File: src/edpPkg.sv
package edpPkg;

  // Machine word, bit 0 is the most significant bit
  localparam int wordWidth = 36;
  typedef logic [0:wordWidth-1] wordT;

  typedef logic [2:0] aluFuncT;
  typedef logic [1:0] adaSelT;
  typedef logic [1:0] adbSelT;
  typedef logic [1:0] mqFuncT;
  typedef logic [1:0] logicSelT;

  // ALU function codes, low bit inverts the B operand
  localparam aluFuncT aluAdd    = 3'b000;
  localparam aluFuncT aluSub    = 3'b001;
  localparam aluFuncT aluAnd    = 3'b010;
  localparam aluFuncT aluAndNot = 3'b011;
  localparam aluFuncT aluOr     = 3'b100;
  localparam aluFuncT aluOrNot  = 3'b101;
  localparam aluFuncT aluXor    = 3'b110;
  localparam aluFuncT aluXnor   = 3'b111;

  localparam adaSelT adaAr   = 2'b00;
  localparam adaSelT adaMq   = 2'b01;
  localparam adaSelT adaBr   = 2'b10;
  localparam adaSelT adaZero = 2'b11;

  localparam adbSelT adbBr   = 2'b00;
  localparam adbSelT adbData = 2'b01;
  localparam adbSelT adbAr   = 2'b10;
  localparam adbSelT adbZero = 2'b11;

  localparam mqFuncT mqHold       = 2'b00;
  localparam mqFuncT mqLoadAd     = 2'b01;
  localparam mqFuncT mqShiftRight = 2'b10;
  localparam mqFuncT mqClear      = 2'b11;

  // Logic unit operations
  localparam logicSelT logicAnd  = 2'b00;
  localparam logicSelT logicOr   = 2'b01;
  localparam logicSelT logicXor  = 2'b10;
  localparam logicSelT logicXnor = 2'b11;

endpackage

File: src/edpControl.sv
`timescale 1ns/100ps

module edpControl (
  input  logic              eboxClk,
  input  logic              reset,

  input  logic              cmdStrobe,
  input  edpPkg::aluFuncT   cmdAluFunc,
  input  edpPkg::adaSelT    cmdAdaSel,
  input  edpPkg::adbSelT    cmdAdbSel,
  input  logic              cmdArLoad,
  input  logic              cmdBrLoad,
  input  edpPkg::mqFuncT    cmdMqFunc,
  input  edpPkg::wordT      cmdData,

  output edpPkg::adaSelT    adaSel,
  output edpPkg::adbSelT    adbSel,
  output logic              invertB,
  output logic              arith,
  output edpPkg::logicSelT  logicSel,
  output logic              carryIn,
  output logic              arLoad,
  output logic              brLoad,
  output edpPkg::mqFuncT    mqFunc,
  output edpPkg::wordT      opData,
  output logic              execStrobe
);

  import edpPkg::*;

  logic     decArith;
  logic     decCarryIn;
  logicSelT decLogicSel;

  // Function code decode
  always_comb begin
    decArith = (cmdAluFunc == aluAdd) || (cmdAluFunc == aluSub);

    // Subtract is A + ~B + 1
    decCarryIn = (cmdAluFunc == aluSub);

    // High bits pick the logic class, the low bit inverts B,
    // so andNot, orNot and xnor come out of and, or and xor
    case (cmdAluFunc[2:1])
      2'b01:   decLogicSel = logicAnd;
      2'b10:   decLogicSel = logicOr;
      default: decLogicSel = logicXor;
    endcase
  end

  // Operand selects, decoded function and data word
  always_ff @(posedge eboxClk) begin
    if (cmdStrobe) begin
      adaSel   <= cmdAdaSel;
      adbSel   <= cmdAdbSel;
      invertB  <= cmdAluFunc[0];
      arith    <= decArith;
      logicSel <= decLogicSel;
      carryIn  <= decCarryIn;
      opData   <= cmdData;
    end
  end

  // Enables are live for exactly one cycle per strobe
  always_ff @(posedge eboxClk) begin
    if (reset) begin
      arLoad     <= 1'b0;
      brLoad     <= 1'b0;
      mqFunc     <= mqHold;
      execStrobe <= 1'b0;
    end else begin
      arLoad     <= cmdStrobe & cmdArLoad;
      brLoad     <= cmdStrobe & cmdBrLoad;
      execStrobe <= cmdStrobe;
      if (cmdStrobe) begin
        mqFunc <= cmdMqFunc;
      end else begin
        mqFunc <= mqHold;
      end
    end
  end

endmodule

File: src/edpSlice.sv
`timescale 1ns/100ps

module edpSlice #(
  parameter int sliceWidth = 6
) (
  input  logic                   eboxClk,
  input  logic                   reset,

  input  edpPkg::adaSelT         adaSel,
  input  edpPkg::adbSelT         adbSel,
  input  logic                   invertB,
  input  logic                   arith,
  input  edpPkg::logicSelT       logicSel,
  input  logic                   arLoad,
  input  logic                   brLoad,
  input  edpPkg::mqFuncT         mqFunc,
  input  logic [0:sliceWidth-1]  sliceData,
  input  logic                   sliceCarryIn,
  input  logic                   mqShiftIn,

  output logic                   gen,
  output logic                   prop,
  output logic                   msbCarry,
  output logic [0:sliceWidth-1]  sliceAd,
  output logic                   mqLow
);

  import edpPkg::*;

  // This slice's share of the architectural registers
  logic [0:sliceWidth-1] ar;
  logic [0:sliceWidth-1] br;
  logic [0:sliceWidth-1] mq;

  logic [0:sliceWidth-1] opA;
  logic [0:sliceWidth-1] bSel;
  logic [0:sliceWidth-1] opB;
  logic [0:sliceWidth-1] bitGen;
  logic [0:sliceWidth-1] bitProp;
  logic [0:sliceWidth-1] sum;
  logic [0:sliceWidth-1] logicResult;

  // carry[j] is the carry out of bit j and carry[sliceWidth] is the slice carry in
  logic [1:sliceWidth] carry;

  // A and B operand muxes
  always_comb begin
    case (adaSel)
      adaAr:   opA = ar;
      adaMq:   opA = mq;
      adaBr:   opA = br;
      default: opA = '0;
    endcase
    case (adbSel)
      adbBr:   bSel = br;
      adbData: bSel = sliceData;
      adbAr:   bSel = ar;
      default: bSel = '0;
    endcase
    opB = bSel ^ {sliceWidth{invertB}};
  end

  // Per-bit generate and propagate held low for logic functions
  assign bitGen  = arith ? (opA & opB) : '0;
  assign bitProp = arith ? (opA ^ opB) : '0;

  // Ripple inside the slice from the lookahead carry in
  always_comb begin
    carry[sliceWidth] = sliceCarryIn;
    for (int j = sliceWidth - 1; j >= 1; j--) begin
      carry[j] = bitGen[j] | (bitProp[j] & carry[j+1]);
    end
    for (int j = 0; j < sliceWidth; j++) begin
      sum[j] = bitProp[j] ^ carry[j+1];
    end
  end

  // Only slice 0's value feeds overflow
  assign msbCarry = carry[1];

  // Group terms for the lookahead built from the LSB end
  always_comb begin
    gen  = 1'b0;
    prop = 1'b1;
    for (int j = sliceWidth - 1; j >= 0; j--) begin
      gen  = bitGen[j] | (bitProp[j] & gen);
      prop = prop & bitProp[j];
    end
  end

  // Xnor comes out of xor with B inverted
  always_comb begin
    case (logicSel)
      logicAnd: logicResult = opA & opB;
      logicOr:  logicResult = opA | opB;
      default:  logicResult = opA ^ opB;
    endcase
  end

  assign sliceAd = arith ? sum : logicResult;

  // BR takes AR as it was before this edge
  always_ff @(posedge eboxClk) begin
    if (reset) begin
      ar <= '0;
      br <= '0;
      mq <= '0;
    end else begin
      if (arLoad) begin
        ar <= sliceAd;
      end
      if (brLoad) begin
        br <= ar;
      end
      case (mqFunc)
        mqLoadAd:     mq <= sliceAd;
        mqShiftRight: mq <= {mqShiftIn, mq[0:sliceWidth-2]};
        mqClear:      mq <= '0;
        default:      mq <= mq;
      endcase
    end
  end

  // Feeds the top bit of the next slice down on a shift
  assign mqLow = mq[sliceWidth-1];

endmodule

File: src/edpLookahead.sv
`timescale 1ns/100ps

module edpLookahead #(
  parameter int sliceWidth = 6
) (
  input  logic                                      eboxClk,
  input  logic                                      reset,

  input  logic [0:edpPkg::wordWidth/sliceWidth-1]   gen,
  input  logic [0:edpPkg::wordWidth/sliceWidth-1]   prop,
  input  logic                                      carryIn,
  input  logic                                      msbCarry,
  input  edpPkg::wordT                              adWord,
  input  logic                                      execStrobe,

  output logic [0:edpPkg::wordWidth/sliceWidth-1]   sliceCarry,
  output logic                                      resultValid,
  output edpPkg::wordT                              resultData,
  output logic                                      resultCarry,
  output logic                                      resultOverflow
);

  import edpPkg::*;

  localparam int nSlices = wordWidth / sliceWidth;

  logic carryOut;

  // Carry out of slices lo..nSlices-1, in sum of products form.
  // With lo equal to nSlices this is just the word carry in
  function automatic logic groupCarry(
    input int                 lo,
    input logic [0:nSlices-1] g,
    input logic [0:nSlices-1] p,
    input logic               cin
  );
    logic acc;
    logic pathProp;
    acc      = 1'b0;
    pathProp = 1'b1;
    for (int j = lo; j < nSlices; j++) begin
      acc      = acc | (pathProp & g[j]);
      pathProp = pathProp & p[j];
    end
    return acc | (pathProp & cin);
  endfunction

  always_comb begin
    for (int i = 0; i < nSlices; i++) begin
      sliceCarry[i] = groupCarry(i + 1, gen, prop, carryIn);
    end
    carryOut = groupCarry(0, gen, prop, carryIn);
  end

  always_ff @(posedge eboxClk) begin
    if (reset) begin
      resultValid <= 1'b0;
    end else begin
      resultValid <= execStrobe;
    end
  end

  // Overflow when carry into bit 0 differs from carry out of it
  always_ff @(posedge eboxClk) begin
    if (execStrobe) begin
      resultData     <= adWord;
      resultCarry    <= carryOut;
      resultOverflow <= msbCarry ^ carryOut;
    end
  end

endmodule

File: src/edpTop.sv
`timescale 1ns/100ps

module edpTop #(
  parameter int sliceWidth = 6
) (
  input  logic              eboxClk,
  input  logic              reset,

  input  logic              cmdStrobe,
  input  edpPkg::aluFuncT   cmdAluFunc,
  input  edpPkg::adaSelT    cmdAdaSel,
  input  edpPkg::adbSelT    cmdAdbSel,
  input  logic              cmdArLoad,
  input  logic              cmdBrLoad,
  input  edpPkg::mqFuncT    cmdMqFunc,
  input  edpPkg::wordT      cmdData,

  output logic              resultValid,
  output edpPkg::wordT      resultData,
  output logic              resultCarry,
  output logic              resultOverflow
);

  import edpPkg::*;

  localparam int nSlices = wordWidth / sliceWidth;

  adaSelT   adaSel;
  adbSelT   adbSel;
  logic     invertB;
  logic     arith;
  logicSelT logicSel;
  logic     carryIn;
  logic     arLoad;
  logic     brLoad;
  mqFuncT   mqFunc;
  wordT     opData;
  logic     execStrobe;
  wordT     adWord;

  logic [0:nSlices-1] sliceGen;
  logic [0:nSlices-1] sliceProp;
  logic [0:nSlices-1] sliceCarry;
  logic [0:nSlices-1] sliceMsbCarry;
  logic [0:nSlices-1] mqLow;
  logic [0:nSlices-1] mqIn;

  // MQ shift chain, AD bit 35 enters at the top of slice 0
  assign mqIn = {adWord[wordWidth-1], mqLow[0:nSlices-2]};

  edpControl control (
    .eboxClk    (eboxClk),
    .reset      (reset),
    .cmdStrobe  (cmdStrobe),
    .cmdAluFunc (cmdAluFunc),
    .cmdAdaSel  (cmdAdaSel),
    .cmdAdbSel  (cmdAdbSel),
    .cmdArLoad  (cmdArLoad),
    .cmdBrLoad  (cmdBrLoad),
    .cmdMqFunc  (cmdMqFunc),
    .cmdData    (cmdData),
    .adaSel     (adaSel),
    .adbSel     (adbSel),
    .invertB    (invertB),
    .arith      (arith),
    .logicSel   (logicSel),
    .carryIn    (carryIn),
    .arLoad     (arLoad),
    .brLoad     (brLoad),
    .mqFunc     (mqFunc),
    .opData     (opData),
    .execStrobe (execStrobe)
  );

  // Slice 0 holds bits 0 up to sliceWidth-1, the most significant end
  for (genvar i = 0; i < nSlices; i++) begin : slices
    edpSlice #(
      .sliceWidth (sliceWidth)
    ) slice (
      .eboxClk      (eboxClk),
      .reset        (reset),
      .adaSel       (adaSel),
      .adbSel       (adbSel),
      .invertB      (invertB),
      .arith        (arith),
      .logicSel     (logicSel),
      .arLoad       (arLoad),
      .brLoad       (brLoad),
      .mqFunc       (mqFunc),
      .sliceData    (opData[i*sliceWidth +: sliceWidth]),
      .sliceCarryIn (sliceCarry[i]),
      .mqShiftIn    (mqIn[i]),
      .gen          (sliceGen[i]),
      .prop         (sliceProp[i]),
      .msbCarry     (sliceMsbCarry[i]),
      .sliceAd      (adWord[i*sliceWidth +: sliceWidth]),
      .mqLow        (mqLow[i])
    );
  end

  edpLookahead #(
    .sliceWidth (sliceWidth)
  ) lookahead (
    .eboxClk        (eboxClk),
    .reset          (reset),
    .gen            (sliceGen),
    .prop           (sliceProp),
    .carryIn        (carryIn),
    .msbCarry       (sliceMsbCarry[0]),
    .adWord         (adWord),
    .execStrobe     (execStrobe),
    .sliceCarry     (sliceCarry),
    .resultValid    (resultValid),
    .resultData     (resultData),
    .resultCarry    (resultCarry),
    .resultOverflow (resultOverflow)
  );

endmodule

File: config.mk
export PLATFORM = sky130hd
export DESIGN_NAME = edpTop
export DESIGN_NICKNAME = d
export VERILOG_FILES = /design/src/edpPkg.sv /design/src/edpControl.sv /design/src/edpSlice.sv /design/src/edpLookahead.sv /design/src/edpTop.sv
export SDC_FILE = /design/constraint.sdc
export NUM_CORES = 1
export LEC_CHECK = 0
export ABC_AREA = 1
export BUFFER_PORTS_ARGS = -buffer_cell sky130_fd_sc_hd__buf_2
export CAP_MARGIN = 20
export CORE_MARGIN = 1.5
export CORE_UTILIZATION = 30
export CTS_CLUSTER_DIAMETER = 100
export DETAILED_ROUTE_END_ITERATION = 10
export GPL_TIMING_DRIVEN = 0
export SLEW_MARGIN = 40
export SYNTH_ARGS = -nofsm -noshare
export SYNTH_HDL_FRONTEND = slang
export SYNTH_SLANG_ARGS = --single-unit
export TNS_END_PERCENT = 50
File: constraint.sdc
create_clock -name eboxClk -period 6.1 [get_ports eboxClk]
set_clock_uncertainty 0.05 [all_clocks]
set_input_delay 1.22 -clock eboxClk [delete_from_list [all_inputs] [get_ports eboxClk]]
set_output_delay 1.22 -clock eboxClk [all_outputs]
set_load 0.005 [all_outputs]
==> impl_metrics.env, run 1 <==
export IMPL_status="completed"
export IMPL_routed_wl_um=41000
export IMPL_timing_worst_setup_path_type="register to register"
export IMPL_fp_dieArea_um2=41300
export IMPL_maxSlewViolCount=0
export IMPL_synth_cell_types=37
export IMPL_hpwl_um=33000
export IMPL_cpMostUsedCell="nand2_1"
export IMPL_yosys_area_top_type_share=0.207
export IMPL_cp_slowest_cell="edfxtp_1"
export IMPL_syn_to_final_growth_pct=14.9
export IMPL_rows=73
export IMPL_cp_slowest_stage_delay_ps=470
export IMPL_synth_edf_count=83
export IMPL_grtUsageTotal=0.198
export IMPL_syn_cell_area_um2=12000
export IMPL_cts_htree_levels=4
export IMPL_grt_ovfl_total=0
export IMPL_ys_ff_latch=197
export IMPL_nets=1827
export IMPL_hold_viol=0
export IMPL_cts_tree="built"
export IMPL_slew_limit_headroom=0.451
export IMPL_cp_top_family="simple AND/OR/NAND/NOR gates"
export IMPL_syn_area_per_cell_um2=7.70
export IMPL_die_w_um=203
export IMPL_drive_gt1_frac=0.119
export IMPL_cp_required_ps=6370
export IMPL_synth_most_common_cell="nand2_1"
export IMPL_cp_end_kind="register"
export IMPL_core_um2=39600
export IMPL_root_buffer="clkbuf_16"
export IMPL_drc=0
export IMPL_async_flop_share=0
export IMPL_drtIter0Drc=1149
export IMPL_fin_ws_ps=307
export IMPL_min_period_ps=5790
export IMPL_synth_largest_area_cell="edfxtp_1"
export IMPL_routedWlPerCell_um=18.5
export IMPL_setup_viol=0
export IMPL_cts_buffer_depth=2
export IMPL_fmax_mhz=173
export IMPL_clock_latency_ps=460
export IMPL_initial_utilization=0.304
export IMPL_clkTransAtPathRegs_ps=80
export IMPL_grt_max_degree=49
export IMPL_critPathMaxFanout=10
export IMPL_diodes=0
export IMPL_synth_ff_type="dfxtp_1"
export IMPL_power_total_mw=3.45
export IMPL_clock_sinks=197
export IMPL_worstHoldPathType="register to register"
export IMPL_synthTopCellsByArea="edfxtp_1 21%, dfxtp_1 19%, nand2_1 14%"
export IMPL_ys_seq_area_frac=0.397
export IMPL_viasPerCell=4.96
export IMPL_first_pass_iters=5
export IMPL_vias=11000
export IMPL_drv_cap=0
export IMPL_dieHeight_um=203
export IMPL_cp_num_buf_inv=5
export IMPL_grt_pass1_wl_um=62100
export IMPL_first_global_vias=10600
export IMPL_start_kind="register"
export IMPL_gp_congestion=0.942
export IMPL_hold_buffers=0
export IMPL_timing_final_crit_share=0.950
export IMPL_power_leakage_nw=6.33
export IMPL_antenna_found_initial=0
export IMPL_synthTopCellsByCount="439 x nand2_1, 215 x inv_1, 124 x a21oi_1, 114 x dfxtp_1, 104 x o21ai_0"
export IMPL_critPathArrivalTime_ps=6060
export IMPL_fillers=4252
export IMPL_numPortBuffers=88
export IMPL_yosys_warnings=0
export IMPL_tightest_slew_ps=824
export IMPL_cts_inserted_buffers=17
export IMPL_powerDensity_nw_per_um2=250
export IMPL_synth_cells=1563
export IMPL_io_pin_count=89
export IMPL_vdd_drop_max_mv=0.211
export IMPL_syn_nets=1716
export IMPL_ant_nets=0
export IMPL_pre_cts_ws_ps=-188
[flip-flops by register name, summed over array words and instances, names as in the netlist]
name,count
control.adaSel,2
control.adbSel,2
control.arLoad,1
control.arith,1
control.brLoad,1
control.carryIn,1
control.execStrobe,1
control.invertB,1
control.logicSel,2
control.mqFunc,2
control.opData,36
lookahead.resultCarry,1
lookahead.resultData,36
lookahead.resultOverflow,1
lookahead.resultValid,1
slices.slice.ar,36
slices.slice.br,36
slices.slice.mq,36
[worst min-delay path, cell delays in order (launching register included)]
cell and delay [ps]:
dfxtp_1 310, inv_1 70, a21oi_1 60
[path summary, 6_finish.rpt]
path,from,to,slack [ps],depth (start not counted)
setup / recovery,control.adbSel[0],slices[1].slice.mq[0],310,34
hold reg to reg,slices[2].slice.br[4],slices[2].slice.br[4],440,2
hold / removal,slices[2].slice.br[4],slices[2].slice.br[4],440,2
setup reg to reg,control.adbSel[0],slices[1].slice.mq[0],310,34
[per-layer routing]
metal | vias to the layer above | share of wire | global-route usage
li1 | 5352 | - | -
met1 | 5123 | 0.46 | 0.274
met2 | 436 | 0.44 | 0.313
met3 | 57 | 0.071 | 0.0318
met4 | 0 | 0.029 | 0.0667
met5 | - | 0 | 0
[stage by stage]
stage | hold WS, ps | TNS (ps) | util | cell area, µm² | cells
CTS | 438 | 0 | 0.346 | 13700 | 2209
global route | 471 | -0.995 | 0.349 | 13800 | 2212
global placement | 410 | -643 | 0.331 | 13100 | 2176
floorplan | 393 | 0 | - | 12000 | 1563
detailed placement | 427 | -646 | 0.332 | 13200 | 2177
finish | 435 | 0 | 0.349 | 13800 | 2212
[kinds of logic after synthesis]
kind of cell	Yosys count	share of synthesized area
buf+inv	313	0.104
compound gates	363	0.177
fa+ha+maj	103	0.107
simple gates	551	0.189
flops	197	0.397
xor+xnor	36	0.0262
[final cells by class]
type | instances | area [µm²] | area share
plain buffers | 86 | 417 | 0.0301
inverters | 227 | 860 | 0.0622
clock inverters | 14 | 136 | 0.00987
well taps | 525 | 657 | 0.0475
repair buffers | 92 | 493 | 0.0357
flip-flops and latches | 197 | 4780 | 0.345
clock buffers | 18 | 429 | 0.0310
multi-input cells | 1053 | 6060 | 0.438
[power by group]
group	leakage (nW)	switching, mW	internal (mW)
clock network	0.269	0.568	0.543
registers	1.73	0.0495	1.47
logic	4.33	0.569	0.252
[repair_timing]
item | 4_1_cts | 5_1_grt
endpoints found under the setup margin | 6 | 12
gates resized for setup | 2 | 36
pin swaps | 0 | 1
setup buffers | 0 | 3
gates cloned | 0 | 0
[layout by cell type, fill, tap and decap left out, types with 4 or more instances in the layout]
| cell type | count |
|---|---|
| clkinvlp_4 | 5 |
| o211ai_1 | 32 |
| nor2_1 | 34 |
| buf_1 | 5 |
| clkbuf_2 | 5 |
| o21ai_0 | 103 |
| a21o_1 | 11 |
| a21oi_1 | 124 |
| xor2_1 | 33 |
| or2_2 | 5 |
| dfxtp_1 | 113 |
| inv_8 | 4 |
| clkbuf_16 | 17 |
| nand3_2 | 4 |
| inv_2 | 9 |
| nor2_2 | 7 |
| o311ai_0 | 13 |
| clkbuf_1 | 54 |
| nand2_1 | 439 |
| buf_4 | 7 |
| nand2_2 | 7 |
| ha_1 | 103 |
| nor2_4 | 7 |
| inv_6 | 4 |
| buf_2 | 99 |
| inv_1 | 215 |
| o21bai_1 | 8 |
| edfxtp_1 | 83 |
| o21ai_1 | 12 |
| nand3_1 | 39 |
| o311ai_1 | 23 |
| a31oi_1 | 36 |
| buf_6 | 5 |
No activity file was read; power rests on OpenSTA's default activity.
==> inputs of run 2 (changes only) <==
--- a/config.mk
+++ b/config.mk
@@ -5,7 +5,6 @@
 export SDC_FILE = /design/constraint.sdc
 export NUM_CORES = 1
 export LEC_CHECK = 0
-export ABC_AREA = 1
 export BUFFER_PORTS_ARGS = -buffer_cell sky130_fd_sc_hd__buf_2
 export CAP_MARGIN = 20
 export CORE_MARGIN = 1.5
==> run 2 against run 1 <==
  * Hold slack improved by 38 ps
  * Critical path type unchanged
  * Core utilization rose by 0.052 points
  * Combinational power fell by 6.9%
  * Die area rose by 2.0%
  * Count of clock-buffer cells in the layout rose by 1
  * Setup slack improved by 69 ps
  * Largest cell class unchanged
  * Largest power group unchanged
  * Cell count fell by 10%
  * Design area rose by 1.3%
  * Clock power barely moved
  * First-iteration DRC count fell by 35%
==> impl_metrics.env, run 2 <==
export IMPL_status="completed"
export IMPL_synth_edf_count=83
export IMPL_synth_ff_type="dfxtp_1"
export IMPL_synth_cell_types=49
export IMPL_drv_cap=0
export IMPL_synth_compound_area_frac=0.125
export IMPL_viasPerCell=5.07
export IMPL_slew_limit_headroom=0.422
export IMPL_hpwl_um=27600
export IMPL_min_period_ps=5720
export IMPL_yosys_warnings=0
export IMPL_first_pass_iters=5
export IMPL_power_leakage_nw=6.08
export IMPL_cp_required_ps=6230
export IMPL_routedWlPerCell_um=19.6
export IMPL_timing_worst_setup_path_type="register to register"
export IMPL_dieHeight_um=205
export IMPL_final_cell_mix="190 x mux2i_1, 159 x nor2_1, 119 x buf_2, 115 x nand2_1, 113 x dfxtp_1"
export IMPL_nets=1595
export IMPL_start_kind="register"
export IMPL_hold_viol=0
export IMPL_cts_buffer_depth=2
export IMPL_wl_met1_um=17500
export IMPL_synth_largest_area_cell="edfxtp_1"
export IMPL_met3_wirelength_um=2140
export IMPL_core_um2=40100
export IMPL_initial_utilization=0.306
export IMPL_synthTopCellsByArea="edfxtp_1 20%, dfxtp_1 19%, mux2i_1 15%"
export IMPL_grt_pass1_wl_um=59200
export IMPL_cts_inserted_buffers=17
export IMPL_fmax_mhz=175
export IMPL_power_total_mw=3.38
export IMPL_grtUsageTotal=0.186
export IMPL_rows=73
export IMPL_syn_area_per_cell_um2=9.20
export IMPL_synthTopCellsByCount="190 x mux2i_1, 159 x nor2_1, 115 x nand2_1, 114 x dfxtp_1, 103 x ha_1"
export IMPL_powerDensity_nw_per_um2=242
export IMPL_grt_ovfl_total=0
export IMPL_gp_congestion=0.895
export IMPL_diodes=0
export IMPL_vdd_drop_max_mv=0.215
export IMPL_clock_sinks=197
export IMPL_antenna_found_initial=0
export IMPL_fp_dieArea_um2=42200
export IMPL_yosys_area_share_simple=0.120
export IMPL_ys_ff_latch=197
export IMPL_ant_nets=0
export IMPL_syn_nets=1487
export IMPL_worstHoldPathType="register to register"
export IMPL_synth_xor_area_frac=0.0292
export IMPL_routed_wl_um=38900
export IMPL_die_w_um=205
export IMPL_hold_slack_ps=474
export IMPL_numPortBuffers=88
export IMPL_maxSlewViolCount=0
export IMPL_synth_cells=1334
export IMPL_setup_viol=0
export IMPL_rsz0062_at_grt="no"
export IMPL_final_common_cell="mux2i_1"
export IMPL_syn_cell_area_um2=12300
export IMPL_io_pin_count=89
export IMPL_synth_top_family_by_area="multiplexers"
export IMPL_ys_seq_area_frac=0.389
export IMPL_first_global_vias=10000
export IMPL_critPathMaxFanout=10
export IMPL_drc=0
export IMPL_clock_latency_ps=460
export IMPL_async_flop_share=0
export IMPL_syn_to_final_growth_pct=14.0
export IMPL_synth_most_common_cell="mux2i_1"
export IMPL_synth_adder_area_share=0.105
export IMPL_cts_htree_levels=4
export IMPL_clkTransAtPathRegs_ps=70
export IMPL_drtIter0Drc=747
export IMPL_hold_buffers=0
export IMPL_critPathArrivalTime_ps=5850
export IMPL_yosys_area_top_type_share=0.203
export IMPL_routed_top_layer="met4"
export IMPL_synth_mux_area_frac=0.169
export IMPL_timing_final_crit_share=0.938
export IMPL_wl_met2_um=18000
export IMPL_tightest_slew_ps=868
export IMPL_drive_gt1_frac=0.134
export IMPL_grt_max_degree=47
export IMPL_fillers=4081
export IMPL_cp_end_kind="register"
export IMPL_vias=10000
export IMPL_root_buffer="clkbuf_16"
export IMPL_cts_tree="built"
[run 2: routing by layer]
layer / global-route usage / vias to the layer above
met2: 0.305 / 347
met1: 0.244 / 4826
li1: - / 4790
met4: 0.0792 / 0
met3: 0.0285 / 79
met5: 0 / -
[run 2: repair_timing]
action / in CTS / in global routing
setup buffers: 0 / 0
endpoints found under the setup margin: 9 / 16
resized for setup: 2 / 20
[run 2: final cells by class]
type / count / area [µm²] / share of cell area
clock buffer: 19 / 443 / 0.0316
buffer: 89 / 417 / 0.0298
timing repair buffer: 89 / 463 / 0.0331
sequential: 197 / 4780 / 0.341
inverter: 100 / 375 / 0.0268
multi-input combinational: 948 / 6760 / 0.482
clock inverter: 13 / 114 / 0.00813
tap: 525 / 657 / 0.0469
[run 2: worst paths after layout]
check / end / start / cells past startpoint / slack [ps]
worst max-delay path: lookahead.resultData[28] / control.adaSel[0] / 24 / 380
worst min-delay path: slices[2].slice.ar[2] / slices[2].slice.ar[2] / 2 / 470
worst max register to register: lookahead.resultData[28] / control.adaSel[0] / 24 / 380
worst min register to register: slices[2].slice.ar[2] / slices[2].slice.ar[2] / 2 / 470
[run 2: where the power goes]
| group | internal, mW | switching (mW) |
|---|---|---|
| clock network | 0.549 | 0.569 |
| registers | 1.46 | 0.0420 |
| logic | 0.277 | 0.486 |
[run 2: worst max-delay path, cell delays in order (launching register included)]
cell and delay, ps:
edfxtp_1 370, buf_2 250, nor2b_1 150, clkbuf_2 290, clkbuf_2 420, nand2_1 90, o21ai_0 120, ha_1 310
o21a_1 190, o211ai_1 280, a311o_1 230, nand2_1 130, a21bo_2 240, a21bo_1 190, ha_1 190, a21o_1 150
ha_1 190, a21o_1 160, ha_1 190, a21o_1 160, ha_1 190, a21o_1 160, ha_1 300, mux2i_1 330
inv_1 120
[run 2: cells by family (layout without fill, tap and decap cells)]
family / count (synthesis) / in the layout
simple gates: 345 / 345
mux: 205 / 205
xor+xnor: 41 / 41
flops: 197 / 197
buf+inv: 189 / 310
fa+ha+maj: 103 / 103
compound gates: 254 / 254
[run 2: through the flow]
stage | area [µm²] | worst slack, ps | cells | util | TNS (ps)
after global routing | 14000 | 83.5 | 1980 | 0.349 | 0
after global placement | 13400 | -18.0 | 1947 | 0.334 | -18.0
after floorplan | 12300 | 1100 | 1334 | - | 0
after CTS | 14000 | 15.0 | 1980 | 0.348 | 0
final | 14000 | 376 | 1980 | 0.349 | 0
after detailed placement | 13400 | -85.5 | 1948 | 0.334 | -197
==> inputs of run 3 (changes only) <==
--- a/config.mk
+++ b/config.mk
@@ -10,6 +10,7 @@
 export CORE_MARGIN = 1.5
 export CORE_UTILIZATION = 30
 export CTS_CLUSTER_DIAMETER = 100
+export CTS_CLUSTER_SIZE = 10
 export DETAILED_ROUTE_END_ITERATION = 10
 export GPL_TIMING_DRIVEN = 0
 export SLEW_MARGIN = 40
==> constraint.sdc (replaced) <==
create_clock -name eboxClk -period 4.8 [get_ports eboxClk]
set_clock_uncertainty 0.05 [all_clocks]
set_input_delay 0.96 -clock eboxClk [delete_from_list [all_inputs] [get_ports eboxClk]]
set_output_delay 0.96 -clock eboxClk [all_outputs]
set_load 0.005 [all_outputs]
==> run 3 against run 2 <==
  * Flip-flop and latch count stayed put
  * The run now ends with setup timing left
  * Core utilization is 2.8 points higher
  * Cell count is 2.2% higher
  * Global-route usage is 0.67 points higher
==> impl_metrics.env, run 3 (same netlist as run 2, synthesis figures left out) <==
export IMPL_slew_limit_headroom=0.411
export IMPL_grt_pass1_wl_um=61100
export IMPL_cp_end_kind="register"
export IMPL_cpMostUsedCell="a21o_1"
export IMPL_root_buffer="clkbuf_16"
export IMPL_viasPerCell=5.03
export IMPL_clock_latency_ps=470
export IMPL_antenna_found_initial=0
export IMPL_cp_required_ps=4970
export IMPL_clkTransAtPathRegs_ps=80
export IMPL_reg2reg_to="lookahead.resultOverflow"
export IMPL_powerDensity_nw_per_um2=304
export IMPL_cp_num_buf_inv=5
export IMPL_violations="setup timing"
export IMPL_core_um2=40100
export IMPL_multiInputGateArea_um2=7310
export IMPL_io_pin_count=89
export IMPL_min_period_ps=5150
export IMPL_setup_viol=20
export IMPL_power_total_mw=4.61
export IMPL_hold_viol=0
export IMPL_gp_congestion=0.913
export IMPL_routed_wl_um=40500
export IMPL_rrSetupSlack_ps=-350
export IMPL_grt_ovfl_total=0
export IMPL_initial_utilization=0.306
export IMPL_worstHoldPathType="register to register"
export IMPL_final_common_cell="mux2i_1"
export IMPL_fin_ws_ps=-348
export IMPL_syn_to_final_growth_pct=23.3
export IMPL_numPortBuffers=88
export IMPL_critPathArrivalTime_ps=5320
export IMPL_ant_nets=0
export IMPL_grtUsageTotal=0.193
export IMPL_final_core_util=0.378
export IMPL_hold_path_end="slices[1].slice.ar[2]"
export IMPL_maxSlewViolCount=0
export IMPL_cts_inserted_buffers=17
export IMPL_grt_max_degree=47
export IMPL_vdd_drop_max_mv=0.281
export IMPL_diodes=0
export IMPL_final_setup_tns_ps=-2710
export IMPL_fillers=3988
export IMPL_timing_worst_setup_path_type="register to register"
export IMPL_cts_tree="built"
export IMPL_cts_buffer_depth=2
export IMPL_routedWlPerCell_um=20.0
export IMPL_status="complete, but fails checks"
export IMPL_hold_depth=2
export IMPL_first_global_vias=10300
export IMPL_cp_slowest_stage_delay_ps=400
export IMPL_dieHeight_um=205
export IMPL_hpwl_um=27600
export IMPL_min_from="slices[1].slice.ar[2]"
export IMPL_worstReg2RegStart="control.adbSel[0]"
export IMPL_regArea_um2=4780
export IMPL_rows=73
export IMPL_power_leakage_nw=6.40
export IMPL_final_cell_mix="184 x mux2i_1, 155 x nor2_1, 113 x dfxtp_1, 111 x buf_2, 108 x nand2_1"
export IMPL_cts_htree_levels=4
export IMPL_rsz0062_at_grt="yes"
export IMPL_start_kind="register"
export IMPL_drive_gt1_frac=0.229
export IMPL_fp_dieArea_um2=42200
export IMPL_die_w_um=205
export IMPL_cp_slowest_cell="edfxtp_1"
export IMPL_clock_sinks=197
export IMPL_first_pass_iters=5
export IMPL_fmax_mhz=194
export IMPL_drtIter0Drc=623
export IMPL_cp_top_family="compound AO/OA/AOI/OAI gates"
export IMPL_drv_cap=0
export IMPL_tightest_slew_ps=883
export IMPL_pre_cts_ws_ps=-1010
export IMPL_timing_final_crit_share=1.07
export IMPL_vias=10200
export IMPL_critPathMaxFanout=5
export IMPL_drc=0
export IMPL_nets=1639
export IMPL_ff2ff_path_depth=28
-- run 3: cell count changes in the layout (fill, tap and decap cells not counted), moves of 11 or more --
cell | previous run | this run
xor2_2 | 0 | 12
ha_1 | 103 | 72
o21ai_2 | 0 | 12
buf_4 | 1 | 44
xor2_1 | 41 | 29
a21oi_1 | 42 | 31
o21ai_0 | 99 | 87
ha_2 | 0 | 23
-- run 3: repair_timing --
item | CTS | global route
pin swaps | 61 | 61
endpoints found under the setup margin | 48 | 41
resized for setup | 117 | 72
hold buffers | 0 | 0
cloned | 3 | 0
endpoints found under the hold margin | 0 | 0
setup buffers | 32 | 16
-- run 3: per-layer routing --
layer,GRT usage,routed length (µm),up-vias,part of all wire
li1,-,-,4857,-
met3,0.0352,2360,58,0.058
met4,0.0717,1190,0,0.029
met2,0.323,19200,303,0.47
met1,0.248,17800,4962,0.44
met5,0,0,-,0
-- run 3: worst max-delay path by stage --
stage                           start                       end  depth (start not counted)
floorplan           control.adbSel[0]  lookahead.resultOverflow                         27
detailed placement  control.adaSel[0]  lookahead.resultOverflow                         26
global placement    control.adaSel[0]  lookahead.resultOverflow                         26
finish              control.adbSel[0]  lookahead.resultOverflow                         28
global route        control.adbSel[1]  lookahead.resultOverflow                         28
CTS                 control.adbSel[0]  lookahead.resultOverflow                         29
-- run 3: layout make-up --
cell class	count	share of cell area
Buffer	84	0.0349
Tap cell	525	0.0434
Clock inverter	9	0.00570
Sequential cell	197	0.316
Multi-Input combinational cell	948	0.483
Inverter	100	0.0248
Timing Repair Buffer	138	0.0579
Clock buffer	23	0.0351
-- run 3: worst reg2reg max path, delay by kind of cell (launching register included) --
family          cells  cell delay [ps]
xor+xnor            1              160
simple gates        6              850
buf+inv             5              640
flops               1              400
fa+ha+maj           6             1130
compound gates     10             1670
-- run 3: power by group --
group	total, mW	internal (mW)	switching, mW
clock network	1.55	0.840	0.711
registers	1.91	1.86	0.0556
logic	1.15	0.464	0.682
-- run 3: through the flow --
step / instance area (µm²) / cells / hold slack (ps)
final: 15100 / 2024 / 471
after global placement: 13400 / 1947 / 448
after global routing: 15100 / 2024 / 503
after floorplan: 12300 / 1334 / 432
after detailed placement: 13400 / 1948 / 459
after CTS: 14700 / 2012 / 472
